--- config.mk ---
export PLATFORM = sky130hd
export DESIGN_NAME = sgd_bit_accumulator
export DESIGN_NICKNAME = d
export VERILOG_FILES = /design/src/verilog/sgd_pkg.sv /design/src/verilog/sgd_bit_accumulator.sv
export SDC_FILE = /design/constraint.sdc
export NUM_CORES = 1
export LEC_CHECK = 0
export BUFFER_PORTS_ARGS = -buffer_cell sky130_fd_sc_hd__buf_2
export CORE_ASPECT_RATIO = 1.4
export CORE_MARGIN = 4
export CORE_UTILIZATION = 30
export CTS_CLUSTER_DIAMETER = 60
export DETAILED_ROUTE_END_ITERATION = 16
export PLACE_DENSITY = 0.47
export SLEW_MARGIN = 25
export SYNTH_ARGS = -nofsm -noshare
export SYNTH_HDL_FRONTEND = slang
export SYNTH_SLANG_ARGS = --single-unit
--- constraint.sdc ---
create_clock -name clk -period 4 [get_ports clk]
set_clock_uncertainty 0.05 [all_clocks]
set_input_delay 0.4 -clock clk [delete_from_list [all_inputs] [get_ports clk]]
set_output_delay 0.4 -clock clk [all_outputs]
set_load 0.01 [all_outputs]
--- src/verilog/sgd_pkg.sv ---
package sgd_pkg;

    // scaled loss of one bank, also used for the lane gradient
    typedef logic signed [31:0] loss_t;

    // accumulator with fraction guard bits below the loss lsb
    typedef logic signed [35:0] wide_acc_t;

    // quantization bit index, up to 32 planes
    typedef logic [4:0] bit_idx_t;

    // chunks left in the current run
    typedef logic [11:0] chunk_cnt_t;

    // sideband that rides along with every bit plane
    typedef struct packed {
        logic     valid;
        bit_idx_t bit_index;
        // bit index zero of a chunk
        logic     first;
        // final bit plane of a chunk
        logic     last;
    } plane_tag_t;

    // read sequencer FSM
    typedef enum logic {
        idle,
        run
    } seq_state_t;

    // fraction bits kept below the loss during accumulation
    localparam int guard_bits = 4;

    // rounding bias, added once per chunk on the first plane
    localparam int round_bias = 11;

    // cycles from fifo_rd_en to valid fifo_rd_data
    localparam int fifo_read_latency = 2;

endpackage
--- src/verilog/sgd_bit_accumulator.sv ---
`timescale 1ns/10ps

module sgd_bit_accumulator import sgd_pkg::*; (
    input  logic       clk,
    input  logic       rst_n,
    input  loss_t      lane_sum,
    input  plane_tag_t tree_tag,
    output loss_t      gradient,
    output logic       gradient_valid
);

    // stage 0, combinational weighting
    wide_acc_t  sum_ext;
    wide_acc_t  sum_shift;
    logic [5:0] shift_amt;

    // stage 1 registers
    wide_acc_t  shift_q;
    logic       minus_one_q;
    logic       valid_q;
    logic       first_q;
    logic       last_q;

    // stage 2 registers
    wide_acc_t  acc_q;
    logic       done_q;

    // guard bits below the loss lsb
    assign sum_ext = wide_acc_t'({lane_sum, {guard_bits{1'b0}}});

    // weight of bit k is 2^-(k+1)
    assign shift_amt = 6'(tree_tag.bit_index) + 6'd1;
    assign sum_shift = sum_ext >>> shift_amt;

    always_ff @(posedge clk) begin
        shift_q     <= sum_shift;
        // all ones, a small negative rest that is dropped later
        minus_one_q <= (sum_shift == '1);
        first_q     <= tree_tag.first;
    end

    always_ff @(posedge clk) begin
        if (!rst_n) begin
            valid_q <= 1'b0;
            last_q  <= 1'b0;
        end else begin
            valid_q <= tree_tag.valid;
            last_q  <= tree_tag.valid & tree_tag.last;
        end
    end

    // accumulate planes of one chunk
    always_ff @(posedge clk) begin
        if (valid_q) begin
            if (first_q) begin
                // first plane restarts the sum with the rounding bias
                acc_q <= shift_q + wide_acc_t'(round_bias);
            end else if (minus_one_q) begin
                acc_q <= acc_q;
            end else begin
                acc_q <= acc_q + shift_q;
            end
        end
    end

    always_ff @(posedge clk) begin
        if (!rst_n) begin
            done_q <= 1'b0;
        end else begin
            done_q <= last_q;
        end
    end

    // stage 3, strip the guard bits
    always_ff @(posedge clk) begin
        gradient <= loss_t'(acc_q >>> guard_bits);
    end

    always_ff @(posedge clk) begin
        if (!rst_n) begin
            gradient_valid <= 1'b0;
        end else begin
            gradient_valid <= done_q;
        end
    end

    // planes of a chunk arrive back to back, bit index counting up from 0
    a_plane_order: assert property (
        @(posedge clk) disable iff (!rst_n)
        tree_tag.valid |-> (tree_tag.first
            || tree_tag.bit_index == $past(tree_tag.bit_index) + 5'd1)
    );

endmodule

# --- Yosys cells after proc, flatten, opt, wreduce, memory -nomap -nowiden ---
# Index checks and enable logic that the tools add are counted.
# W data, S select, Z words.
word_totals:
  register_bits: 110
  latch_bits: 0
  mem_bits_rw: 0
  rom_bits: 0
  input_bits: 42
  output_inout_bits: 33
  wordCells: 19
  mem_count: 0
classes:
  addsub: 3
  n_mul: 0
  div_mod_pow: 0
  magnitude_cmp: 0
  n_eq_ne: 2
  shift: 1
  mux: 2
  bitwise_logic: 1
  n_reduce_logical: 1
ops:
  columns: ["op", "count"]
  rows:
  - ["$mux W36", 2]
  - ["$add A36 B36 Y36", 1]
  - ["$add A36 B5 Y36 const B", 1]
  - ["$eq A36 B36 Y1 const B", 1]
  - ["$sshr A36 B6 Y36", 1]
  - ["$add A5 B1 Y6 const B", 1]
  - ["$ne A2 B1 Y1 const B", 1]
  - ["$reduce_and A2 Y1", 1]
  - ["$and A1 B1 Y1", 1]

# --- Depth between registers and ports, before layout ---
logic_depth:
  ltp_word: 3
  depth_mapped: 13
  ltp_nobuf: 12

# --- Worst setup path after synthesis ---
# Ideal clock, no wire load.
synth_timing:
  path_kind: "register -> register"
  from: "register first_q"
  to: "register acc_q[0], enable pin"
  setup_ns: 0.484
  arrival_time_ns: 3.115
  required_ns: 3.466
  setup_slack_ns: 0.350
  path_stages_with_launch: 3
  path_buffers: 0
  period_less_slack_ns: 3.650
  path_cell_list: "dfxtp_1 > inv_1 > a21boi_0"
synth_between:
  elab_chain_cells: 2
synth_lines:
  columns: ["element", "line", "rtl"]
  rows:
  - ["from (decl)", "sgd_bit_accumulator.sv:21", "logic first_q;"]
  - ["from (signal assigned)", "sgd_bit_accumulator.sv:39", "first_q <= tree_tag.first;"]
  - ["$ne A2 B1 Y1 (no source line)", null, null]
  - ["$reduce_and A2 Y1 (no source line)", null, null]
  - ["to (signal assigned)", "sgd_bit_accumulator.sv:57", "acc_q <= shift_q + wide_acc_t'(round_bias);"]
  - ["to (signal assigned)", "sgd_bit_accumulator.sv:59", "acc_q <= acc_q;"]
  - ["to (signal assigned)", "sgd_bit_accumulator.sv:61", "acc_q <= acc_q + shift_q;"]
  - ["to (decl)", "sgd_bit_accumulator.sv:25", "wide_acc_t acc_q;"]
# No other way between the ends.
# A chain may end at the register's enable or synchronous reset.

# --- Worst setup path after layout ---
layout_timing:
  from: "register first_q"
  to: "register acc_q[33], data pin"
layout_between:
  elab_chain_cells: 1
layout_lines:
  columns: ["element", "line", "rtl"]
  rows:
  - ["$mux W36", "sgd_bit_accumulator.sv:55", "if (first_q) begin"]
# No other way between the ends.

==> key figures <==
Clocking
  • Cts bufs inserted: 9
  • Htree depth: 3
  • CTS clock-pin slew for the worst setup and hold paths: 0.07 ns
  • Setup bufs post-CTS: 0
  • CTS root buffer: clkbuf_16
  • Clock sink total: 110
  • CTS tree: built
  • Resized Gates After CTS: 0
  • Post-CTS Hold Buffers: 0
  • Clock Latency Late Sink: 0.36 ns
  • CTS Buffer Depth: 2

Synthesis
  • Yosys warnings: 0
  • Synth top area share: 0.206
  • Synth Area per Inst: 9.73 um^2
  • Largest area contributor in the netlist: dfxtp_1
  • Ys async rst share: 0
  • Seq/Total Area, Yosys: 0.356
  • Largest cells by area after synthesis: dfxtp_1, edfxtp_1, ha_1
  • FF+latch count, synth: 110
  • Post-synth EDFFs: 36
  • Top_reg_cell synth: dfxtp_1
  • Yosys cell types: 62
  • Syn Inst Count: 740
  • Post-synth net total: 819
  • Mux cell area share after synthesis: 0.166
  • Synth Area in Compound Gates: 0.165
  • Largest family of logic cells by synthesized area: simple AND/OR/NAND/NOR gates
  • Synthesized-area fraction occupied by adder cells: 0.0653
  • Xor/xnor cell area share of the yosys netlist: 0.0474
  • Simple-gate portion of the synthesized area: 0.168
  • Netlist Area Pre-Place: 7200 um^2

GRT
  • Initial antenna violation count: 0
  • GRT Total Usage: 0.148
  • Vias in the first global route: 5926
  • First-pass GRT wire length: 31.6 mm
  • Largest net degree at the start of global routing: 41
  • Remaining Overflow, GRT: 0

Finish
  • Ratio of cells with drive above 1 in the final layout: 0.211
  • Layout area overhead: 14.5%
  • Post-route cell area: 8240 um^2
  • Fill cells: 2489
  • Final core occ: 0.351
  • # nets final: 886
  • Antenna diode count: 0
  • Most frequent cells in the layout: dfxtp_1, buf_2, nor2_1

Power and ir drop
  • PwrDens: 455 nW/um^2
  • Peak VDD IR: 0.185 mV
  • Overall Power: 0.00375 W
  • Leak: 3.44 nW

Detailed routing
  • Vias per cell: 5.30
  • Router iterations before antenna repair: 5
  • DR vias: 5924
  • DRC Markers: 0
  • First DRT Iteration DRCs: 523
  • Drt total wl: 19.8 mm
  • Post-DRT Antenna Nets: 0
  • WL per Instance: 17.7 um

Floorplan
  • Die area: 26600 um^2
  • # rows: 66
  • IO Pins: 75
  • Core area: 23500 um^2
  • Initial Util: 0.307
  • Die Span X: 139 um
  • DIE HEIGHT: 191 um

STA
  • Fin crit period: 3.56 ns
  • Fin. Hold Viols: 0
  • Max_slew headroom: 0.402
  • Max frequency: 0.281 GHz
  • Final setup vio count: 0
  • Worst Tran Pin Value: 0.892 ns
  • Slew Limit Fails: 0
  • Final period util: 0.890
  • RSZ-0062 raised after global routing: false
  • Setup TNS: 0 ns
  • Worst-case hold slack: 0.0965 ns

Setup path
  • WP data required: 4.05 ns
  • Worst Path Arrival: 3.61 ns
  • Reg2Reg Setup Slack: 0.44 ns
  • CP endpoint kind: flip-flop
  • WS Path Type: flip-flop to flip-flop
  • Crit Path Max Fanout: 20
  • CP Launch Type: flip-flop

Placement
  • GP Congestion: 0.920
  • Placed Instance Area: 7960 um^2
  • PortBufs: 74
  • Post-DP HPWL: 15.7 mm

Run
  • Max-cap violations: 0

Min path
  • Hold WC Path Type: primary input to flip-flop

Outcome
  • Status: finished, final reports clean
## kinds of logic (layout without fill, tap and decap cells)
logic type,after synthesis,after routing
AND/OR/NAND/NOR,236,236
adder cells (fa/ha/maj),37,37
XOR/XNOR,36,36
multiplexers,94,94
flip-flops,110,110
AO/OA/AOI/OAI,177,177
buffers and inverters,50,122
## sequential cells by signal, summed over array words and instances, names as in the netlist
signal	flops
acc_q	36
done_q	1
first_q	1
gradient	32
gradient_valid	1
last_q	1
minus_one_q	1
shift_q	36
valid_q	1
## final timing paths
| path | start | to | cells after the start |
|---|---|---|---|
| max | first_q | acc_q[33] | 12 |
| min | tree_tag[1] | first_q | 1 |
| max reg2reg | first_q | acc_q[33] | 12 |
| min reg2reg | acc_q[4] | gradient[0] | 0 |
## synthesized netlist by cell type, drive strengths merged, types with 5 or more instances
| library cell | n |
|---|---|
| edfxtp | 36 |
| and3 | 10 |
| clkbuf | 19 |
| or2 | 7 |
| nand2 | 43 |
| o211ai | 10 |
| a21o | 16 |
| a31oi | 8 |
| buf | 17 |
| o21a | 10 |
| inv | 14 |
| dfxtp | 74 |
| nand3 | 12 |
| nor2b | 42 |
| o21ai | 31 |
| nor3 | 14 |
| a21oi | 42 |
| xnor2 | 22 |
| nand2b | 9 |
| nor2 | 63 |
| mux4 | 17 |
| mux2 | 36 |
| xor2 | 14 |
| o22ai | 7 |
| a211o | 5 |
| a21boi | 5 |
| nand4 | 9 |
| mux2i | 41 |
| ha | 36 |
| and2 | 7 |
## per-stage QoR
step	cells	setup WS [ns]
final	1118	0.441
after global routing	1118	0.178
after CTS	1118	0.398
after detailed placement	1102	0.429
after global placement	1102	0.415
after floorplan	740	0.350
## critical path, stage by stage (launching register included)
cell and delay [ns]:
dfxtp_1 0.39, buf_4 0.28, buf_4 0.26, nor2b_1 0.08, ha_1 0.23, a211o_1 0.31
a2111o_1 0.36, a221o_1 0.33, nand2_1 0.10, a311o_1 0.28, a21boi_0 0.18, a211oi_1 0.33
xnor2_1 0.11
## power by group
| part | switching [W] | leakage (nW) | internal [W] |
|---|---|---|---|
| registers | 0.0000708 | 0.961 | 0.00138 |
| logic | 0.000809 | 2.34 | 0.000624 |
| clock network | 0.000401 | 0.141 | 0.000463 |
## final cells by class
cell class	instances	area [um^2]	share of cell area
multi-input combinational	580	4430	0.537
sequential	110	2560	0.311
timing repair buffer	92	531	0.0644
tap	306	383	0.0465
clock buffer	13	260	0.0316
inverter	14	52.6	0.00638
clock inverter	3	26.3	0.00319
## routing by layer
layer / vias to the layer above / part of all wire / GRT usage
met1: 2777 / 0.43 / 0.181
met5: - / 0 / 0
met4: 0 / 0.045 / 0.0791
li1: 2913 / - / -
met3: 49 / 0.040 / 0.0188
met2: 185 / 0.48 / 0.253
(Power assumes the default switching activity.)
