[src/verilog/sgd_pkg.sv]
package sgd_pkg;

    // scaled loss of one bank, also used for the lane gradient
    typedef logic signed [31:0] loss_t;

    // accumulator with fraction guard bits below the loss lsb
    typedef logic signed [35:0] wide_acc_t;

    // quantization bit index, up to 32 planes
    typedef logic [4:0] bit_idx_t;

    // chunks left in the current run
    typedef logic [11:0] chunk_cnt_t;

    // sideband that rides along with every bit plane
    typedef struct packed {
        logic     valid;
        bit_idx_t bit_index;
        // bit index zero of a chunk
        logic     first;
        // final bit plane of a chunk
        logic     last;
    } plane_tag_t;

    // read sequencer FSM
    typedef enum logic {
        idle,
        run
    } seq_state_t;

    // fraction bits kept below the loss during accumulation
    localparam int guard_bits = 4;

    // rounding bias, added once per chunk on the first plane
    localparam int round_bias = 11;

    // cycles from fifo_rd_en to valid fifo_rd_data
    localparam int fifo_read_latency = 2;

endpackage
[src/verilog/sgd_masked_add_tree.sv]
`timescale 1ns/10ps

module sgd_masked_add_tree import sgd_pkg::*; #(
    parameter int num_banks = 4
) (
    input  logic                    clk,
    input  logic                    rst_n,
    input  loss_t [num_banks-1:0]   stage_loss,
    input  logic [num_banks-1:0]    feature_bits,
    input  plane_tag_t              plane_tag,
    output loss_t                   lane_sum,
    output plane_tag_t              tree_tag
);

    // adder levels after the mask stage
    localparam int levels = $clog2(num_banks);

    // pairwise reduction needs a power of two
    if ((1 << levels) != num_banks) begin : g_bank_check
        $error("sgd_masked_add_tree: num_banks must be a power of two");
    end

    // level 0 holds the masked losses, each later level halves the count
    for (genvar l = 0; l <= levels; l++) begin : g_lvl
        localparam int width = num_banks >> l;
        loss_t [width-1:0] sum_q;

        if (l == 0) begin : g_mask
            // zero where the feature bit is clear
            always_ff @(posedge clk) begin
                for (int j = 0; j < width; j++) begin
                    sum_q[j] <= feature_bits[j] ? stage_loss[j] : '0;
                end
            end
        end else begin : g_add
            // wraps at 32 bits like the loss itself
            always_ff @(posedge clk) begin
                for (int j = 0; j < width; j++) begin
                    sum_q[j] <= g_lvl[l-1].sum_q[2*j] + g_lvl[l-1].sum_q[2*j+1];
                end
            end
        end
    end

    assign lane_sum = g_lvl[levels].sum_q[0];

    // tag follows the data through every level
    plane_tag_t tag_pipe [levels+1];

    always_ff @(posedge clk) begin
        if (!rst_n) begin
            for (int i = 0; i <= levels; i++) begin
                tag_pipe[i].valid <= 1'b0;
            end
        end else begin
            tag_pipe[0] <= plane_tag;
            for (int i = 1; i <= levels; i++) begin
                tag_pipe[i] <= tag_pipe[i-1];
            end
        end
    end

    assign tree_tag = tag_pipe[levels];

endmodule

[config.mk]
export PLATFORM = sky130hd
export DESIGN_NAME = sgd_masked_add_tree
export DESIGN_NICKNAME = d
export VERILOG_FILES = /design/src/verilog/sgd_pkg.sv /design/src/verilog/sgd_masked_add_tree.sv
export SDC_FILE = /design/constraint.sdc
export NUM_CORES = 1
export LEC_CHECK = 0
export BUFFER_PORTS_ARGS = -buffer_cell sky130_fd_sc_hd__buf_4
export CORE_UTILIZATION = 50
export CTS_CLUSTER_DIAMETER = 150
export DETAILED_ROUTE_END_ITERATION = 7
export PLACE_DENSITY = 0.72
export SKIP_LAST_GASP = 1
export SLEW_MARGIN = 40
export SYNTH_ARGS = -nofsm -noshare
export SYNTH_HDL_FRONTEND = slang
export SYNTH_SLANG_ARGS = --single-unit
[constraint.sdc]
create_clock -name clk -period 5.65 [get_ports clk]
set_input_delay 0.2825 -clock clk [delete_from_list [all_inputs] [get_ports clk]]
set_output_delay 0.2825 -clock clk [all_outputs]
set_load 0.03 [all_outputs]
### Yosys cells after proc, flatten, opt, wreduce, memory -nomap -nowiden

Memory sizes are Yosys's and may differ from the RTL's.
Cells that the tools add are included.

* add/subtract/negate cells: 3
* multiplexer cells: 5
* bitwise operators: 3

Operator list (count)
* 32-bit adder: 3
* 1-bit 2-to-1 mux: 5
* 1-bit OR: 3

* memories kept: 1
* memory bits (writable): 24
* register bits after elaboration: 224

Memories
* tag_pipe: words 3, bits a word 8, rd ports 3, clocked after Yosys merged registers in 0, write ports 3, line sgd_masked_add_tree.sv:48 `plane_tag_t tag_pipe [levels+1];`

### Depth between registers and ports, before layout

Gate-level depths: netlist of the first run.

* depth in word-level cells: 2
* depth in mapped cells: 10
* depth with buffers taken out: 10

### Worst setup path before layout of the first run

Ideal clock, no wire load.

* path type: reg-to-reg
* from: register g_lvl[1].sum_q[0] (netlist bit)
* to: register g_lvl[2].sum_q (netlist bit lane_sum[28])
* period minus slack after synthesis: 2.446 ns
* library setup time: 0.058 ns
* slack: 3.204 ns
* cell stages (with the launch flop): 11
* arrival: 2.388 ns
* cell sequence: dfxtp_1 > ha_1 > fa_1 > a21o_1 > a21oi_2 > o211ai_1 > o22ai_2 > o21ai_2 > a22o_1 > o41ai_2 > o21a_1

* cells in the longest elaborated chain, start to end: 1

Ends and longest elaborated chain
* start: declaration: line sgd_masked_add_tree.sv:26 `loss_t [width-1:0] sum_q;`
* start signal: indexed assignment: line sgd_masked_add_tree.sv:39 `sum_q[j] <= g_lvl[l-1].sum_q[2*j] + g_lvl[l-1].sum_q[2*j+1];`
* 32-bit adder: line sgd_masked_add_tree.sv:39
* end signal: indexed assignment: line sgd_masked_add_tree.sv:39
* end: declaration: line sgd_masked_add_tree.sv:26

No other way between the ends.
A chain may end at the register's enable or synchronous reset.

### Worst setup path after layout of the first run

* from: register g_lvl[0].sum_q[64] (netlist bit)
* to: register g_lvl[1].sum_q[60] (netlist bit)

* cells in the longest elaborated chain, start to end: 1

Ends and longest elaborated chain
* start: declaration: line sgd_masked_add_tree.sv:26
* start signal: indexed assignment: line sgd_masked_add_tree.sv:32 `sum_q[j] <= feature_bits[j] ? stage_loss[j] : '0;`
* 32-bit adder: line sgd_masked_add_tree.sv:39

No other way between the ends.

==> results.sh, run 1 <==
export IMPL_violations="design-rule violations"
export IMPL_synth_area_per_cell_um2=9.94
export IMPL_numCtsBuffers=26
export IMPL_drive_gt1_share_pct=16.7
export IMPL_synth_nets=1369
export IMPL_setup_viol=0
export IMPL_clock_sinks=248
export IMPL_synth_cells=1131
export IMPL_final_seq_area_um2=5170
export IMPL_p_leak_nw=6.84
export IMPL_cp_start_kind="flop"
export IMPL_pwr_share_seq_pct=39.1
export IMPL_fin_ws_ps=2840
export IMPL_yosysSeqAreaShare_pct=46.0
export IMPL_gp_congestion=0.898
export IMPL_dieArea_um2=23100
export IMPL_nets=1675
export IMPL_ys_seq_elements=248
export IMPL_grt_use_total_pct=23.5
export IMPL_grt_setup_unrepaired="no"
export IMPL_power_frac_clock_pct=34.3
export IMPL_synth_cell_type_count=69
export IMPL_antenna_found_initial=2
export IMPL_die_h_um=152
export IMPL_cts_tree="built"
export IMPL_min_path_type="in -> reg"
export IMPL_die_width_um=152
export IMPL_slew_violations=0
export IMPL_detail_route_first_pass_iterations=7
export IMPL_tightest_slew_ps=687
export IMPL_cts_resized=0
export IMPL_cts_root_buffer="clkbuf_16"
export IMPL_critical_path_class="reg -> reg"
export IMPL_clock_path_buffers=3
export IMPL_p_comb_share_pct=26.6
export IMPL_arrival_ps=3210
export IMPL_clkTransAtPathRegs_ps=60
export IMPL_p_sw_share_pct=29.6
export IMPL_core_area_um2=22000
export IMPL_crit_family="compound AO/OA/AOI/OAI gates"
export IMPL_nFillCells=1651
export IMPL_gr_usage_met3_pct=3.91
export IMPL_dr_first_iter_drc_count=315
export IMPL_syn_to_final_growth_pct=34.0
export IMPL_power_switching_w=0.00160
export IMPL_critPathRequiredTime_ps=6060
export IMPL_synth_edf_count=21
export IMPL_io_pins=182
export IMPL_max_vdd_ir_drop_v=0.000197
export IMPL_ys_flop_type="dfxtp_1"
export IMPL_vias=9014
export IMPL_hpwl_um=18700
export IMPL_wl_per_cell_um=15.6
export IMPL_maxCapViolCount=0
export IMPL_cpMaxStageDelayCell="fa_1"
export IMPL_outcome="finished, violations left"
export IMPL_critPathMaxStageDelay_ps=410
export IMPL_grt_overflow_total=0
export IMPL_worst_hold_slack_ps=45.8
export IMPL_finClkSkew_ps=14.4
export IMPL_min_period_ps=2810
export IMPL_via_per_inst=5.18
export IMPL_portBuffers=181
export IMPL_first_global_vias=9170
export IMPL_synthArstFlopShare_pct=0
export IMPL_relSlewSlack_pct=53.7
export IMPL_grt_pass1_wl_um=44200
export IMPL_cp_buffers_inverters=0
export IMPL_placed_cell_area_um2=12800
export IMPL_clkLatencyLatePin_ps=530
export IMPL_finalHoldViolCount=0
export IMPL_fmax_mhz=356
export IMPL_drc=16
export IMPL_top_usage_layer="met2"
export IMPL_netlist_area_um2=11200
export IMPL_ant_nets=0
export IMPL_final_area_um2=15100
export IMPL_row_count=54
export IMPL_p_int_w=0.00382
export IMPL_gr_usage_met1_pct=30.6
export IMPL_multi_input_area_um2=5840
export IMPL_postRouteWirelength_um=27100
export IMPL_grt_max_degree=46
export IMPL_start_util_pct=51.2
export IMPL_post_route_period_util_pct=49.7
export IMPL_path_cells="ha_1 > fa_1 > a21oi_1 > nor2_1 > o21ai_1 > o211ai_1 > o2111a_1 > nor3_1 > nor3_1 > nand4bb_1"
export IMPL_yosys_warnings=0
export IMPL_fin_setup_tns_ps=0
export IMPL_grtUsageMet2_pct=39.7
export IMPL_pre_cts_slack_ps=2910
export IMPL_fin_util_pct=68.6
export IMPL_end_kind="flop"
export IMPL_cpMostUsedCell="nor3_1"
export IMPL_htreeDepth=1
export IMPL_path_max_fanout=5
export IMPL_powerDensity_nw_per_um2=360
## metal layers
metal | wire, um | vias to the layer above
met5 | 0 | -
li1 | - | 4588
met1 | 12300 | 4114
met4 | 750 | 0
met3 | 1370 | 53
met2 | 12600 | 259
## area by class of cell
| cell class | count | area share (%) |
|---|---|---|
| clock buffers | 35 | 4.94 |
| well taps | 280 | 2.33 |
| flip-flops and latches | 248 | 34.4 |
| multi-input cells | 832 | 38.8 |
| clock inverters | 13 | 1.49 |
| repair buffers | 310 | 17.6 |
| inverters | 19 | 0.473 |
| diodes | 2 | 0.0332 |
## cells in the final DEF (no fill, tap or decap), drive strengths merged, types with 4 or more instances in the layout
master and count:
nor2 53, o211ai 10, a31oi 7, o21bai 7
o21ai 62, a211oi 7, or3 6, a21oi 80
nand2 70, and2 163, a21o 44, and3 17
xnor2 51, nand4 9, nor2b 11, o2111a 4
dlygate4sd3 129, inv 20, buf 181, o21a 8
clkinv 6, a311oi 6, dfxtp 227, ha 93
nor3 19, xor2 26, o41ai 4, clkbuf 35
nand3 21, nand2b 8, bufinv 5, o2111ai 5
edfxtp 21
## power by group through the flow
stage | logic [W] | clock network, W | registers, W
floorplan | 0.000706 | 0 | 0.00236
global placement | 0.00134 | 0 | 0.00216
detailed placement | 0.00136 | 0 | 0.00216
CTS | 0.00143 | 0.00189 | 0.00213
global route | 0.00157 | 0.00197 | 0.00214
finish | 0.00144 | 0.00186 | 0.00212
## worst paths after layout
check | start | to | slack (ps) | cells after the start
worst max-delay path | g_lvl[0].sum_q[64]$_SDFF_PN0_ | g_lvl[1].sum_q[60]$_DFF_P_ | 2840 | 10
worst min-delay path | plane_tag[5] | tag_pipe[0][5]$_DFFE_PP_ | 50 | 2
worst max register to register | g_lvl[0].sum_q[64]$_SDFF_PN0_ | g_lvl[1].sum_q[60]$_DFF_P_ | 2840 | 10
worst min register to register | tag_pipe[0][7]$_SDFF_PN0_ | tag_pipe[0][15]$_SDFF_PN0_ | 430 | 1
## flip-flops by register name, indices dropped and copies added, names as in the netlist
signal,count
g_lvl.sum_q,192
lane_sum,32
tag_pipe,24
## synth_stat cells (6+ instances only)
cell type / number / share of area, %
dfxtp_1: 227 / 40
and2_1: 163 / 9.1
ha_1: 93 / 10
a21oi_1: 79 / 3.5
nand2_1: 70 / 2.3
nor2_1: 53 / 1.8
xnor2_1: 51 / 4.0
a21o_1: 44 / 2.9
o21ai_0: 30 / 1.3
o21ai_1: 29 / 1.3
xor2_1: 26 / 2.0
clkbuf_1: 22 / 0.73
edfxtp_1: 21 / 5.6
nand3_1: 19 / 0.85
inv_1: 18 / 0.60
nor3_1: 18 / 0.80
and3_1: 17 / 0.95
nor2b_1: 11 / 0.61
o211ai_1: 10 / 0.67
nand4_1: 9 / 0.50
buf_4: 8 / 0.53
nand2b_1: 8 / 0.45
o21a_1: 8 / 0.53
a211oi_1: 7 / 0.47
o21bai_1: 7 / 0.47
or3_1: 6 / 0.33
## worst register-to-register path, delay by kind of cell (launching register included)
family          cells  cell delay, ps
simple gates        4             700
flops               1             300
fa+ha+maj           2             640
compound gates      4            1050
## cells by family after synthesis
group | share of synthesized area (%)
compound gates | 16.3
xor+xnor | 6.00
fa+ha+maj | 10.9
buf+inv | 1.99
flops | 46.0
mux | 0.178
simple gates | 18.6
## per-stage QoR
stage | total power (W) | instances
6_report | 0.00543 | 1739
4_1_cts | 0.00545 | 1737
3_5_place_dp | 0.00352 | 1560
2_1_floorplan | 0.00307 | 1131
5_1_grt | 0.00569 | 1739
3_3_place_gp | 0.00350 | 1560
## what timing repair did
item                                    CTS  global route
hold buffers                            129             0
buffers inserted                          0             0
endpoints found under the hold margin   129             0
endpoints found under the setup margin    0             0
Power figures use the tool's default switching activity.
==> inputs of run 2 (changes only) <==
--- a/config.mk
+++ b/config.mk
@@ -9,7 +9,7 @@
 export CORE_UTILIZATION = 50
 export CTS_CLUSTER_DIAMETER = 150
 export DETAILED_ROUTE_END_ITERATION = 7
-export PLACE_DENSITY = 0.72
+export PLACE_DENSITY = 0.75
 export SKIP_LAST_GASP = 1
 export SLEW_MARGIN = 40
 export SYNTH_ARGS = -nofsm -noshare
==> constraint.sdc (replaced) <==
create_clock -name clk -period 2.45 [get_ports clk]
set_input_delay 0.1225 -clock clk [delete_from_list [all_inputs] [get_ports clk]]
set_output_delay 0.1225 -clock clk [all_outputs]
set_load 0.03 [all_outputs]
==> run 2 against run 1 <==
  * The flow still finishes with violations (design-rule violations)
  * Clock power up 120%
  * Sequential share of layout area decreased by 2.1 points
  * Die area unchanged
  * Via count grew 5.5%
  * Worst setup slack got worse by 2800 ps
  * Critical endpoint is now lane_sum[28]$_DFF_P_
  * Largest cell class unchanged
  * Largest power group unchanged
==> results.sh, run 2 (synthesis gave the netlist of run 1 again) <==
export IMPL_grt_use_total_pct=25.2
export IMPL_clkLatencyLatePin_ps=530
export IMPL_power_switching_w=0.00377
export IMPL_grt_setup_unrepaired="yes"
export IMPL_mostFrequentLayoutCells="227 x buf_4, 226 x dfxtp_1, 179 x dlygate4sd3_1, 163 x and2_1, 90 x ha_1"
export IMPL_core_area_um2=22000
export IMPL_wl_per_cell_um=16.0
export IMPL_htreeDepth=1
export IMPL_min_path_type="in -> reg"
export IMPL_clock_sinks=248
export IMPL_critPathLaunch="g_lvl[1].sum_q[0]$_DFF_P_"
export IMPL_crit_path_end="lane_sum[28]$_DFF_P_"
export IMPL_path_max_fanout=5
export IMPL_cpMaxStageDelayCell="fa_2"
export IMPL_finClkSkew_ps=11.2
export IMPL_reg2reg_to="lane_sum[28]$_DFF_P_"
export IMPL_clkTransAtPathRegs_ps=70
export IMPL_critical_path_depth=10
export IMPL_clock_path_buffers=3
export IMPL_detail_route_first_pass_iterations=7
export IMPL_syn_to_final_growth_pct=42.7
export IMPL_p_leak_nw=7.33
export IMPL_power_frac_clock_pct=32.7
export IMPL_dieArea_um2=23100
export IMPL_arrival_ps=2840
export IMPL_p_int_w=0.00887
export IMPL_powerDensity_nw_per_um2=788
export IMPL_grt_pass1_wl_um=47100
export IMPL_p_comb_share_pct=28.4
export IMPL_first_global_vias=9622
export IMPL_grt_overflow_total=0
export IMPL_ant_nets=0
export IMPL_r2r_cells=10
export IMPL_setup_viol=0
export IMPL_violations="design-rule violations"
export IMPL_fin_setup_tns_ps=0
export IMPL_min_period_ps=2370
export IMPL_antenna_found_initial=0
export IMPL_cp_buffers_inverters=0
export IMPL_outcome="finished, violations left"
export IMPL_finalHoldViolCount=0
export IMPL_vias=9512
export IMPL_numCtsBuffers=25
export IMPL_n_antenna_cell=0
export IMPL_dr_first_iter_drc_count=481
export IMPL_ff2ff_setup_slack_ps=80
export IMPL_layout_commonest_cell="buf_4"
export IMPL_pwr_share_seq_pct=38.8
export IMPL_gp_congestion=0.922
export IMPL_drive_gt1_share_pct=20.8
export IMPL_io_pins=182
export IMPL_largest_register_ffs=192
export IMPL_fmax_mhz=422
export IMPL_grt_max_degree=46
export IMPL_nets=1770
export IMPL_max_vdd_ir_drop_v=0.000495
export IMPL_die_h_um=152
export IMPL_die_width_um=152
export IMPL_relSlewSlack_pct=37.7
export IMPL_regMostFlops="g_lvl.sum_q"
export IMPL_portBuffers=181
export IMPL_start_util_pct=51.2
export IMPL_final_area_um2=16000
export IMPL_p_sw_share_pct=29.8
export IMPL_row_count=54
export IMPL_cts_root_buffer="clkbuf_16"
export IMPL_post_route_period_util_pct=96.8
export IMPL_placed_cell_area_um2=13100
export IMPL_tightest_slew_ps=910
export IMPL_critical_path_class="reg -> reg"
export IMPL_end_kind="flop"
export IMPL_hpwl_um=18900
export IMPL_cp_start_kind="flop"
export IMPL_critPathRequiredTime_ps=2910
export IMPL_cts_tree="built"
export IMPL_crit_family="compound AO/OA/AOI/OAI gates"
export IMPL_critPathMaxStageDelay_ps=350
export IMPL_postRouteWirelength_um=29300
export IMPL_maxCapViolCount=0
export IMPL_slew_violations=0
export IMPL_drc=24
export IMPL_rr_startpoint="g_lvl[1].sum_q[0]$_DFF_P_"
export IMPL_path_cells="ha_4 > fa_2 > a21o_1 > a21oi_2 > o211ai_1 > o22ai_2 > o21ai_2 > a22o_4 > o41ai_4 > o21a_1"
export IMPL_via_per_inst=5.19
==> run 2: cell types whose count changed in the layout (fill, tap and decap cells not counted), moves of 3 or more <==
cell / previous run / this run
a211oi_2: 0 / 4
a21oi_2: 1 / 6
fa_1: 3 / 0
o21ai_2: 2 / 7
a21oi_1: 79 / 73
o21ai_1: 29 / 26
ha_1: 93 / 90
a211oi_1: 7 / 3
nor3_1: 18 / 15
dlygate4sd3_1: 129 / 179
fa_2: 0 / 3
buf_4: 181 / 227
==> run 2: how the worst min path moves through the flow <==
stage                    startpoint                              to  slack, ps  depth (start not counted)
floorplan                     rst_n        tag_pipe[0][0]$_DFFE_PP_        230                          0
global placement     stage_loss[24]   g_lvl[0].sum_q[24]$_SDFF_PN0_        330                          2
detailed placement   stage_loss[30]   g_lvl[0].sum_q[30]$_SDFF_PN0_        330                          2
CTS                 feature_bits[3]  g_lvl[0].sum_q[101]$_SDFF_PN0_        0.3                          2
global route        feature_bits[2]   g_lvl[0].sum_q[82]$_SDFF_PN0_         10                          2
finish              feature_bits[2]   g_lvl[0].sum_q[82]$_SDFF_PN0_          7                          2
==> run 2: per-layer routing <==
metal / track usage [%] / share of wire [%] / up-vias
li1: - / - / 4769
met4: 8.79 / 3.2 / 0
met1: 31.9 / 43 / 4372
met5: 0 / 0 / -
met3: 3.59 / 5.1 / 72
met2: 43.9 / 48 / 299
==> run 2: layout make-up <==
type	count	area, um^2
multi-input combinational	832	6020
fill	1508	5920
sequential	248	5180
timing repair buffer	406	3500
clock buffer	33	737
tap	280	350
clock inverter	13	185
inverter	19	71.3
==> run 2: what timing repair did <==
item                       in CTS  in global routing
gates resized for setup        12                 29
hold buffers                  179                  0
buffers inserted                2                  7
hold endpoints to repair      136                  0
setup endpoints to repair      13                 22
pin swaps                      11                 16
==> run 2: through the flow <==
step	setup WS (ps)	hold WS (ps)	instances	power, W	utilization [%]
global placement	-89.8	332	1597	0.00817	59.5
finish	78.2	7.39	1831	0.0126	73.0
detailed placement	-169	331	1597	0.00820	59.5
floorplan	4.09	235	1131	0.00707	-
CTS	-41.3	0.281	1824	0.0126	72.2
global route	-36.0	14.0	1831	0.0132	73.0
==> run 2: power by group through the flow <==
stage	combinational (W)	clock [W]	sequential, W
5_1_grt	0.00389	0.00439	0.00495
4_1_cts	0.00350	0.00419	0.00490
3_5_place_dp	0.00322	0	0.00498
2_1_floorplan	0.00163	0	0.00544
6_report	0.00359	0.00414	0.00491
3_3_place_gp	0.00319	0	0.00498
==> run 2: worst register-to-register path: cells and delay by family, from the launching register on <==
| family | cells | cell delay, ps |
|---|---|---|
| AO/OA/AOI/OAI | 8 | 1470 |
| adder cells (fa/ha/maj) | 2 | 510 |
| flip-flops | 1 | 330 |
