**src/verilog/sgd_pkg.sv**
```systemverilog
package sgd_pkg;

    // scaled loss of one bank, also used for the lane gradient
    typedef logic signed [31:0] loss_t;

    // accumulator with fraction guard bits below the loss lsb
    typedef logic signed [35:0] wide_acc_t;

    // quantization bit index, up to 32 planes
    typedef logic [4:0] bit_idx_t;

    // chunks left in the current run
    typedef logic [11:0] chunk_cnt_t;

    // sideband that rides along with every bit plane
    typedef struct packed {
        logic     valid;
        bit_idx_t bit_index;
        // bit index zero of a chunk
        logic     first;
        // final bit plane of a chunk
        logic     last;
    } plane_tag_t;

    // read sequencer FSM
    typedef enum logic {
        idle,
        run
    } seq_state_t;

    // fraction bits kept below the loss during accumulation
    localparam int guard_bits = 4;

    // rounding bias, added once per chunk on the first plane
    localparam int round_bias = 11;

    // cycles from fifo_rd_en to valid fifo_rd_data
    localparam int fifo_read_latency = 2;

endpackage
```
**src/verilog/sgd_read_sequencer.sv**
```systemverilog
`timescale 1ns/10ps

module sgd_read_sequencer import sgd_pkg::*; #(
    parameter int num_banks = 4,
    parameter int lanes     = 8
) (
    input  logic        clk,
    input  logic        rst_n,
    input  logic        loss_valid,
    input  logic [31:0] dimension,
    input  logic [5:0]  number_of_bits,
    output logic        fifo_rd_en,
    output plane_tag_t  seq_tag
);

    // features covered by one fifo word
    localparam int chunk_words = num_banks * lanes;

    seq_state_t  state_q;
    seq_state_t  state_d;
    chunk_cnt_t  chunk_left;
    chunk_cnt_t  chunk_d;
    chunk_cnt_t  chunk_total;
    bit_idx_t    bit_idx;
    bit_idx_t    bit_d;
    bit_idx_t    bits_m1;
    bit_idx_t    bits_m1_d;
    logic [31:0] chunk_quot;
    logic        chunk_rem;

    // ceil(dimension / chunk_words)
    assign chunk_quot  = dimension / 32'(chunk_words);
    assign chunk_rem   = (dimension % 32'(chunk_words)) != '0;
    assign chunk_total = chunk_cnt_t'(chunk_quot) + chunk_cnt_t'(chunk_rem);

    // registers describe the read issued in the current cycle
    always_comb begin
        state_d   = state_q;
        chunk_d   = chunk_left;
        bit_d     = bit_idx;
        bits_m1_d = bits_m1;
        case (state_q)
            idle: begin
                // empty dimension means no reads at all
                if (loss_valid && chunk_total != '0) begin
                    state_d   = run;
                    chunk_d   = chunk_total;
                    bit_d     = '0;
                    bits_m1_d = bit_idx_t'(number_of_bits - 6'd1);
                end
            end
            run: begin
                if (bit_idx == bits_m1) begin
                    // chunk done, move on or stop
                    bit_d = '0;
                    if (chunk_left == chunk_cnt_t'(1)) begin
                        state_d = idle;
                    end else begin
                        chunk_d = chunk_left - chunk_cnt_t'(1);
                    end
                end else begin
                    bit_d = bit_idx + bit_idx_t'(1);
                end
            end
            default: begin
                state_d = idle;
            end
        endcase
    end

    always_ff @(posedge clk) begin
        if (!rst_n) begin
            state_q    <= idle;
            chunk_left <= '0;
            bit_idx    <= '0;
            bits_m1    <= '0;
            fifo_rd_en <= 1'b0;
            seq_tag    <= '0;
        end else begin
            state_q           <= state_d;
            chunk_left        <= chunk_d;
            bit_idx           <= bit_d;
            bits_m1           <= bits_m1_d;
            // one read per cycle for the whole run
            fifo_rd_en        <= (state_d == run);
            seq_tag.valid     <= (state_d == run);
            seq_tag.bit_index <= bit_d;
            seq_tag.first     <= (bit_d == '0);
            seq_tag.last      <= (bit_d == bits_m1_d);
        end
    end

    // a new sample may only arrive once the run is over
    a_no_strobe_while_busy: assert property (
        @(posedge clk) disable iff (!rst_n)
        (state_q == run) |-> !loss_valid
    );

endmodule

```
**config.mk**
```make
export PLATFORM = sky130hd
export DESIGN_NAME = sgd_read_sequencer
export DESIGN_NICKNAME = d
export VERILOG_FILES = /design/src/verilog/sgd_pkg.sv /design/src/verilog/sgd_read_sequencer.sv
export SDC_FILE = /design/constraint.sdc
export NUM_CORES = 1
export LEC_CHECK = 0
export ABC_AREA = 1
export BUFFER_PORTS_ARGS = -buffer_cell sky130_fd_sc_hd__buf_2
export CAP_MARGIN = 20
export CORE_MARGIN = 3
export CORE_UTILIZATION = 47
export CTS_CLUSTER_SIZE = 12
export DETAILED_ROUTE_END_ITERATION = 7
export HOLD_SLACK_MARGIN = 0.08
export MAX_ROUTING_LAYER = met4
export PLACE_DENSITY = 0.8
export SYNTH_ARGS = -nofsm -noshare
export SYNTH_HDL_FRONTEND = slang
export SYNTH_SLANG_ARGS = --single-unit
```
**constraint.sdc**
```tcl
create_clock -name clk -period 3.4 [get_ports clk]
set_clock_uncertainty 0.05 [all_clocks]
set_input_delay 0.34 -clock clk [delete_from_list [all_inputs] [get_ports clk]]
set_output_delay 0.34 -clock clk [all_outputs]
set_load 0.02 [all_outputs]
```
Word-level counts from Yosys, hierarchy flattened. Cells that the tools add are included.

Register bits: 25. Word-level logic and storage cells: 35.

Mux-type cells: 13. Bitwise logic cells: 1. Eq/ne operators: 6. Add/subtract/negate cells: 4. Reduce and logical (&&, ||, !) cells: 5.

Operators by type and width (count): 2-to-1 mux 12 bit (3); nonzero test 32 bit (1); case mux 12 bit (2 select lines) (1); 2-to-1 mux 5 bit (4); adder 12 x 1 -> 12 bit (1); == test 12 x 1 -> 1 bit (second input constant) (1); nonzero test 12 bit (1); subtractor 12 x 1 -> 12 bit (second input constant) (1); == test 5 bit (2); case mux 5 bit (2 select lines) (1); adder 5 x 1 -> 5 bit (second input constant) (1); zero test 5 bit (1); subtractor 5 x 1 -> 5 bit (second input constant) (1); inequality test 2 bit (second input constant) (2); 2-to-1 mux 1 bit (3); AND reduction 3 bit (1); inequality test 2 x 1 -> 1 bit (second input constant) (1); case mux 1 bit (2 select lines) (1); logical AND 1 bit (1); inverter 1 bit (1).

Longest topological paths before layout. Gate-level depths: netlist of the first run.

Depth in word-level cells: 7. Gate-level depth with buffers: 22. Gate-level depth less buffers: 22.

Worst setup path before layout of the first run. No wires, ideal clock.

Path kind: input to register. Start: input port dimension[4]. End: register chunk_left[11]. Arrival time: 2181 ps. Slack: 1050 ps. Stages on the path: 17. Path through: nor3_1 > nand2_1 > ha_1 > ha_1 > nand3_2 > nand2_1 > nand2_1 > nand2_1 > nor2_1 > nand2_1 > nor2_2 > nand2_4 > nand3_4 > nand2_4 > buf_6 > o21ai_0 > nor2_1.

Longest elaborated chain between the ends: 6. Elaborated cells on any way between the ends: 8. Classes of those cells: add/sub (1); eq/ne (1); mux (2); reduce/logical (4).

RTL lines: from (decl) (RTL line sgd_read_sequencer.sv:10) `input logic [31:0] dimension,`; nonzero test 32 bit (*) (RTL line sgd_read_sequencer.sv:33) `assign chunk_rem = (dimension % 32'(chunk_words)) != '0;`; adder 12 x 1 -> 12 bit (*) (RTL line sgd_read_sequencer.sv:34) `assign chunk_total = chunk_cnt_t'(chunk_quot) + chunk_cnt_t'(chunk_rem);`; nonzero test 12 bit (RTL line sgd_read_sequencer.sv:45) `if (loss_valid && chunk_total != '0) begin`; logical AND 1 bit (RTL line sgd_read_sequencer.sv:45); inequality test 2 bit (no line); AND reduction 3 bit (no line); to (signal assigned) (RTL line sgd_read_sequencer.sv:81) `chunk_left <= chunk_d;`; to (decl) (RTL line sgd_read_sequencer.sv:21) `chunk_cnt_t chunk_left;`.

Mark *: on every way between the ends. The rest lies on a longest branch, timed or not. The select of a mux whose other input is x is not followed. A chain may end at the register's enable or synchronous reset.

Worst setup path in the final report of the first run.
Start: input port dimension[4]. End: register chunk_left[2].

Same word-level chain as after synthesis.

==> flow_summary.yaml, run 1 <==
place:
  io_buffers: 33
  placed_cells: 389
  routabilityCongestion: 0.880
  place_area_mm2: 0.00217
  hpwl_um: 3350
yosys:
  synth_edf_count: 0
  synth.top_cell.area_share_pct: 25.3
  synthFlopType: "dfxtp_1"
  ys_seq_area_share_pct: 25.3
  ys_top_cells_by_area: "dfxtp_1 25%, nand2_1 16%, nor2_1 8.9%"
  synth-seq-cells: 25
  yosys_warnings: 0
  synth_top_area_cell: "dfxtp_1"
  ys_async_sr_fraction_pct: 0
  netlist_area_mm2: 0.00198
  syn-num-nets: 362
  yosys.cell_types.count: 38
  synthCells: 315
  syn_avg_cell_area_um2: 6.28
clocking:
  path_clk_slew_ps: 90
  cts_setup_buffers: 0
  clock-sinks: 25
  cts_buffers: 3
  ctsResizeCount: 0
  htree_levels: 1
  clockBufferDepth: 2
  ctsHoldBuffers: 0
  clock_latency_ps: 270
  cts_tree: "done"
  root_buffer: "clkbuf_8"
timing:
  rsz0062_at_grt: "no"
  tightest_slew_ps: 679
  period_share_pct: 72.9
  slew_headroom_pct: 54.7
  setup-violations-final: 0
  fin_crit_ps: 2480
  tns_ps: 0
  final_max_slew_viol_count: 0
  max_freq_ghz: 0.403
  final_hold_viol_count: 0
global_route:
  grt_pass1_vias: 1780
  grt_max_degree: 24
  antenna_found_initial: 0
  overflow: 0
  grt_pass1_wl_um: 7540
  grt_util_all_layers_pct: 18.3
cells_and_area:
  antenna_cells: 0
  post_route_cells_drive_above_1_share_pct: 17.1
  final_nets: 393
  final_area_mm2: 0.00221
  fin_util_pct: 57.4
  area_delta_synth_final_pct: 11.9
  fin_cells: 393
power_and_ir_drop:
  seqPwrFrac_pct: 43.3
  p_per_area_mw_per_mm2: 358
  swShare_pct: 36.8
  power.switching_mw: 0.292
  p_clk_share_pct: 22.8
  p_int_mw: 0.501
  peakVddDrop_mv: 0.219
  p_comb_share_pct: 33.9
  p_leak_nw: 1.11
die:
  fp.dieW_um: 70.9
  rows: 22
  die-height_um: 70.9
  ios: 50
  dieArea_mm2: 0.00502
  core-area_mm2: 0.00385
  start_util_pct: 51.3
hold_path:
  hold_class: "input pin to flop"
  min_from: "rst_n"
  holdPathEnd: "chunk_left[5]$_SDFFE_PN0P_"
  hold_depth: 3
setup_path:
  cp-end-kind: "flop"
  critPathMaxFanout: 16
  r2r_end: "seq_tag[0]$_SDFF_PN0_"
  cp.required_ps: 3510
  r2r-start: "state_q$_SDFF_PN0_"
  worst_setup_path_start_kind: "input pin"
  r2r_cells: 12
  worstSetupPathType: "input pin to flop"
  arrival_ps: 2590
  r2r_slack_ps: 1210
drt:
  drt_wl_total_um: 4380
  vias: 2014
  routedWlPerCell_um: 11.1
  drt_iter0_markers: 129
  drc: 0
  viasPerCell: 5.12
  drtAntennaViolNets: 0
  dr.pass1.iters: 5
status:
  outcome: "complete, no violations"
flow_run:
  maxCapViolCount: 0
[area by class of cell]
type                            instances  area, um2
Tap cell                               48       60.1
Inverter                               40        150
Fill cell                             390       1640
Timing Repair Buffer                   34        173
Sequential cell                        25        500
Multi-Input combinational cell        242       1280
Clock buffer                            3       41.3
Clock inverter                          1       5.00
[per-stage QoR]
stage / setup WS, ps / hold WS, ps / total power [mW]
after global placement: 664 / 428 / 0.610
after detailed placement: 657 / 426 / 0.615
final: 921 / 361 / 0.793
after floorplan: 1050 / 407 / 0.553
after global routing: 721 / 367 / 0.854
after CTS: 932 / 349 / 0.795
[synth_stat cells, drive strengths merged (2+ instances only)]
master  count
xnor2       5
buf         4
a31oi       2
nand3      18
nor2       52
dfxtp      25
a211oi      4
clkbuf      4
nand2      88
o21ai      15
nand4      10
a21oi      13
ha          6
xor2       12
or2         2
inv        39
o211ai      2
nor3        7
[how the worst max path moves through the flow]
stage	from	endpoint	slack (ps)	depth (start not counted)
2_1_floorplan	dimension[4]	chunk_left[11]$_SDFFE_PN0P_	1050	17
3_3_place_gp	dimension[4]	chunk_left[2]$_SDFFE_PN0P_	660	19
3_5_place_dp	dimension[4]	chunk_left[2]$_SDFFE_PN0P_	660	19
4_1_cts	dimension[4]	chunk_left[2]$_SDFFE_PN0P_	930	19
5_1_grt	dimension[4]	chunk_left[2]$_SDFFE_PN0P_	720	19
6_report	dimension[4]	chunk_left[2]$_SDFFE_PN0P_	920	19
[cells by family (layout without fill, tap and decap cells)]
group | after synthesis | in the layout | synth area share [%]
and+or+nand+nor | 178 | 178 | 40.8
buffers and inverters | 48 | 78 | 9.80
DFF | 25 | 25 | 25.3
AOI/OAI and AO/OA | 41 | 41 | 12.8
adders and majority gates | 6 | 6 | 3.79
xor gates and xnor gates | 17 | 17 | 7.53
[layout by cell type, fill, tap and decap left out, types with 2 or more instances in the layout]
cell / count
nor3_1: 4
a21oi_1: 12
clkbuf_8: 3
nor3_2: 3
nor2_2: 4
or2_2: 2
inv_1: 38
o211ai_1: 2
nand3_1: 16
nand4_1: 10
dfxtp_1: 25
ha_1: 6
nand2_1: 84
o21ai_0: 14
xor2_1: 12
a211oi_1: 3
nand2_4: 3
buf_2: 33
a31oi_1: 2
xnor2_1: 5
nor2_1: 47
[power groups by stage]
stage | clock network [mW] | logic [mW] | registers [mW]
after global placement | 0 | 0.261 | 0.349
after detailed placement | 0 | 0.265 | 0.350
after CTS | 0.184 | 0.268 | 0.343
final | 0.181 | 0.269 | 0.343
after global routing | 0.199 | 0.308 | 0.348
after floorplan | 0 | 0.202 | 0.351
[worst max-delay path, stage by stage]
cell and delay, ps:
buf_2 90, nor3_1 160, nand2_1 70, ha_1 210
ha_1 240, nand3_2 160, nor2_4 50, nand2_1 50
nand2_1 50, nand2_1 70, inv_1 40, nand2_1 60
nor2_2 50, nand2_4 120, nand3_4 160, nand2_4 240
inv_2 130, a211oi_1 230, nor2_1 70
[layer usage]
layer  track usage, %  up-vias  share of wire [%]
met5                -        -                  0
met4             2.71        0                1.4
met3             3.55        6                5.3
met2             28.2       47                 44
met1             25.5      886                 49
li1                 -     1075                  -
[registers in the layout, indices dropped and copies added (netlist names)]
| signal | count |
|---|---|
| chunk_left | 12 |
| state_q | 1 |
| bit_idx | 5 |
| seq_tag | 2 |
| bits_m1 | 5 |
Note: power is estimated with default switching activity, not from simulation.
==> run 2, diff against run 1 <==
--- a/config.mk
+++ b/config.mk
@@ -5,7 +5,7 @@
 export SDC_FILE = /design/constraint.sdc
 export NUM_CORES = 1
 export LEC_CHECK = 0
-export ABC_AREA = 1
+export ABC_AREA = 0
 export BUFFER_PORTS_ARGS = -buffer_cell sky130_fd_sc_hd__buf_2
 export CAP_MARGIN = 20
 export CORE_MARGIN = 3
@@ -14,7 +14,7 @@
 export DETAILED_ROUTE_END_ITERATION = 7
 export HOLD_SLACK_MARGIN = 0.08
 export MAX_ROUTING_LAYER = met4
-export PLACE_DENSITY = 0.8
+export PLACE_DENSITY = 0.83
 export SYNTH_ARGS = -nofsm -noshare
 export SYNTH_HDL_FRONTEND = slang
 export SYNTH_SLANG_ARGS = --single-unit
==> constraint.sdc (replaced) <==
create_clock -name clk -period 2 [get_ports clk]
set_clock_uncertainty 0.05 [all_clocks]
set_input_delay 0.2 -clock clk [delete_from_list [all_inputs] [get_ports clk]]
set_output_delay 0.2 -clock clk [all_outputs]
set_load 0.02 [all_outputs]
==> flow_summary.yaml, run 2 <==
status:
  outcome: "complete, but fails checks"
  violations: "negative setup slack"
cells_and_area:
  regArea_um2: 500
  fin_util_pct: 72.3
  area_delta_synth_final_pct: 42.6
  regMostFlops: "chunk_left"
  final_nets: 368
  largestRegisters: "chunk_left (12), bit_idx (5), bits_m1 (5)"
  largest_reg_flops: 12
  layout_commonest_cell: "buf_4"
  antenna_cells: 0
  post_route_cells_drive_above_1_share_pct: 45.3
  multi_input_area_mm2: 0.00151
  nFillCells: 254
  final_area_mm2: 0.00277
  final_cell_mix: "44 x buf_4, 32 x buf_2, 25 x dfxtp_1"
yosys:
  yosys.cell_types.count: 51
  netlist_area_mm2: 0.00194
  ys_top_cells_by_count: "25 x dfxtp_1, 25 x nand2_1, 16 x nor2_1, 15 x xor2_1, 11 x nand3_1"
  synthFlopType: "dfxtp_1"
  syn-num-nets: 291
  synthCells: 244
  yosys_warnings: 0
  ys_top_cells_by_area: "dfxtp_1 26%, xor2_1 6.8%, nand2_1 4.8%"
  synth_top_area_cell: "dfxtp_1"
  ys_async_sr_fraction_pct: 0
  synth-seq-cells: 25
  synth_edf_count: 0
  syn_avg_cell_area_um2: 7.95
  ys_seq_area_share_pct: 25.8
  synth.top_cell.area_share_pct: 25.8
global_route:
  overflow: 0
  antenna_found_initial: 0
  grt_pass1_wl_um: 9670
  grt_util_all_layers_pct: 24.4
  grt_pass1_vias: 2101
  grt_max_degree: 26
power_and_ir_drop:
  seqPwrFrac_pct: 35.4
  peakVddDrop_mv: 0.555
  p_int_mw: 1.06
  p_clk_share_pct: 17.5
  p_per_area_mw_per_mm2: 629
  finalPower_mw: 1.74
  p_leak_nw: 1.19
  power.switching_mw: 0.680
  p_comb_share_pct: 47.1
  swShare_pct: 39.0
setup_path:
  worstSetupPathType: "input pin to flop"
  critPathMaxFanout: 3
  critical_path.cell_chain: "buf_6, nor3_2, nand2_1, ha_4, ha_4, and3_4, or3_4, a21oi_2, o211ai_1, o21ai_2, buf_6, nand2_1, o21ai_0, o211ai_1, nor4_2"
  crit_slowest_cell: "or3_4"
  cpPeakStageDelay_ps: 330
  arrival_ps: 2760
  cp.required_ps: 2140
  r2r_end: "seq_tag[0]$_SDFF_PN0_"
  worst_setup_path_start_kind: "input pin"
  r2r_slack_ps: -320
  r2r_cells: 10
  r2r-start: "bits_m1[3]$_SDFF_PN0_"
  cp-end-kind: "flop"
timing:
  period_share_pct: 131
  rsz0062_at_grt: "yes"
  slew_headroom_pct: 68.1
  fin_crit_ps: 2620
  tightest_slew_ps: 479
  max_freq_ghz: 0.381
  final_max_slew_viol_count: 0
  final_hold_viol_count: 0
  fin_ws_ps: -624
  setup-violations-final: 25
drt:
  drt_wl_total_um: 6390
  drc: 0
  drt_iter0_markers: 239
  drtAntennaViolNets: 0
  dr.pass1.iters: 5
  routedWlPerCell_um: 17.4
  vias: 2232
  viasPerCell: 6.07
die:
  ios: 50
  die-height_um: 70.3
  dieArea_mm2: 0.00494
  rows: 22
  core-area_mm2: 0.00383
  start_util_pct: 50.7
  fp.dieW_um: 70.3
clocking:
  clock-sinks: 25
  ctsHoldBuffers: 0
  cts_buffers: 3
  clock_latency_ps: 270
  cts_tree: "done"
  clockBufferDepth: 2
  path_clk_slew_ps: 90
  root_buffer: "clkbuf_8"
  htree_levels: 1
place:
  dp_slack_ps: -853
  routabilityCongestion: 0.960
  hpwl_um: 3940
  io_buffers: 33
  place_area_mm2: 0.00249
hold_path:
  hold_class: "input pin to flop"
  holdPathEnd: "bits_m1[0]$_SDFF_PN0_"
  hold_depth: 4
  min_from: "number_of_bits[0]"
flow_run:
  maxCapViolCount: 0
## run 2: critical path: cells and delay by family
kind | cells | cell delay [ps]
simple gates | 6 | 1180
buf+inv | 2 | 230
compound gates | 5 | 810
fa+ha+maj | 2 | 340
## run 2: timing repair
action	in CTS	in global routing
gates resized for setup	30	15
setup buffers	2	2
endpoints found under the hold margin	0	0
setup endpoints to repair	25	25
pin swaps	12	2
## run 2: how the worst max path moves through the flow
stage                                       endpoint  cells past startpoint    startpoint  slack (ps)
after CTS                      seq_tag[0]$_SDFF_PN0_                     14  dimension[3]        -510
final                          seq_tag[0]$_SDFF_PN0_                     15  dimension[3]        -620
after detailed placement       seq_tag[0]$_SDFF_PN0_                     14  dimension[3]        -850
after global routing           seq_tag[0]$_SDFF_PN0_                     15  dimension[3]        -690
after global placement    chunk_left[6]$_SDFFE_PN0P_                     14  dimension[3]        -770
after floorplan           chunk_left[0]$_SDFFE_PN0P_                     15  dimension[3]        -650
## run 2: logic make-up after synthesis
kind of cell | after synthesis | share of synthesized area, %
AO/OA/AOI/OAI | 62 | 23.7
XOR/XNOR | 24 | 11.2
adder cells (fa/ha/maj) | 6 | 3.87
buffers and inverters | 23 | 6.45
flip-flops | 25 | 25.8
multiplexers | 3 | 2.19
AND/OR/NAND/NOR | 101 | 26.8
## run 2: power by group through the flow
stage               logic (mW)  clock network, mW  registers [mW]
finish                   0.821              0.304           0.616
global route             0.878              0.326           0.621
CTS                      0.743              0.303           0.610
detailed placement       0.687                  0           0.622
global placement         0.666                  0           0.618
floorplan                0.455                  0           0.627
## run 2: cell type report
class	count	share of cell area, %
Multi-Input combinational cell	196	54.5
Timing Repair Buffer	88	22.6
Clock inverter	1	0.181
Inverter	7	0.950
Tap cell	48	2.17
Clock buffer	3	1.49
Sequential cell	25	18.1
## run 2: routing by layer
metal	wire length [um]	track usage [%]
met1	2640	31.1
met2	3020	38.4
met3	452	4.89
met4	284	8.30
met5	0	-
## run 2: through the flow
step / TNS (ps) / hold slack, ps / instances
4_1_cts: -8400 / 290 / 366
2_1_floorplan: -12160 / 314 / 244
5_1_grt: -12970 / 345 / 368
6_report: -10710 / 286 / 368
3_3_place_gp: -15730 / 410 / 360
3_5_place_dp: -17110 / 417 / 360
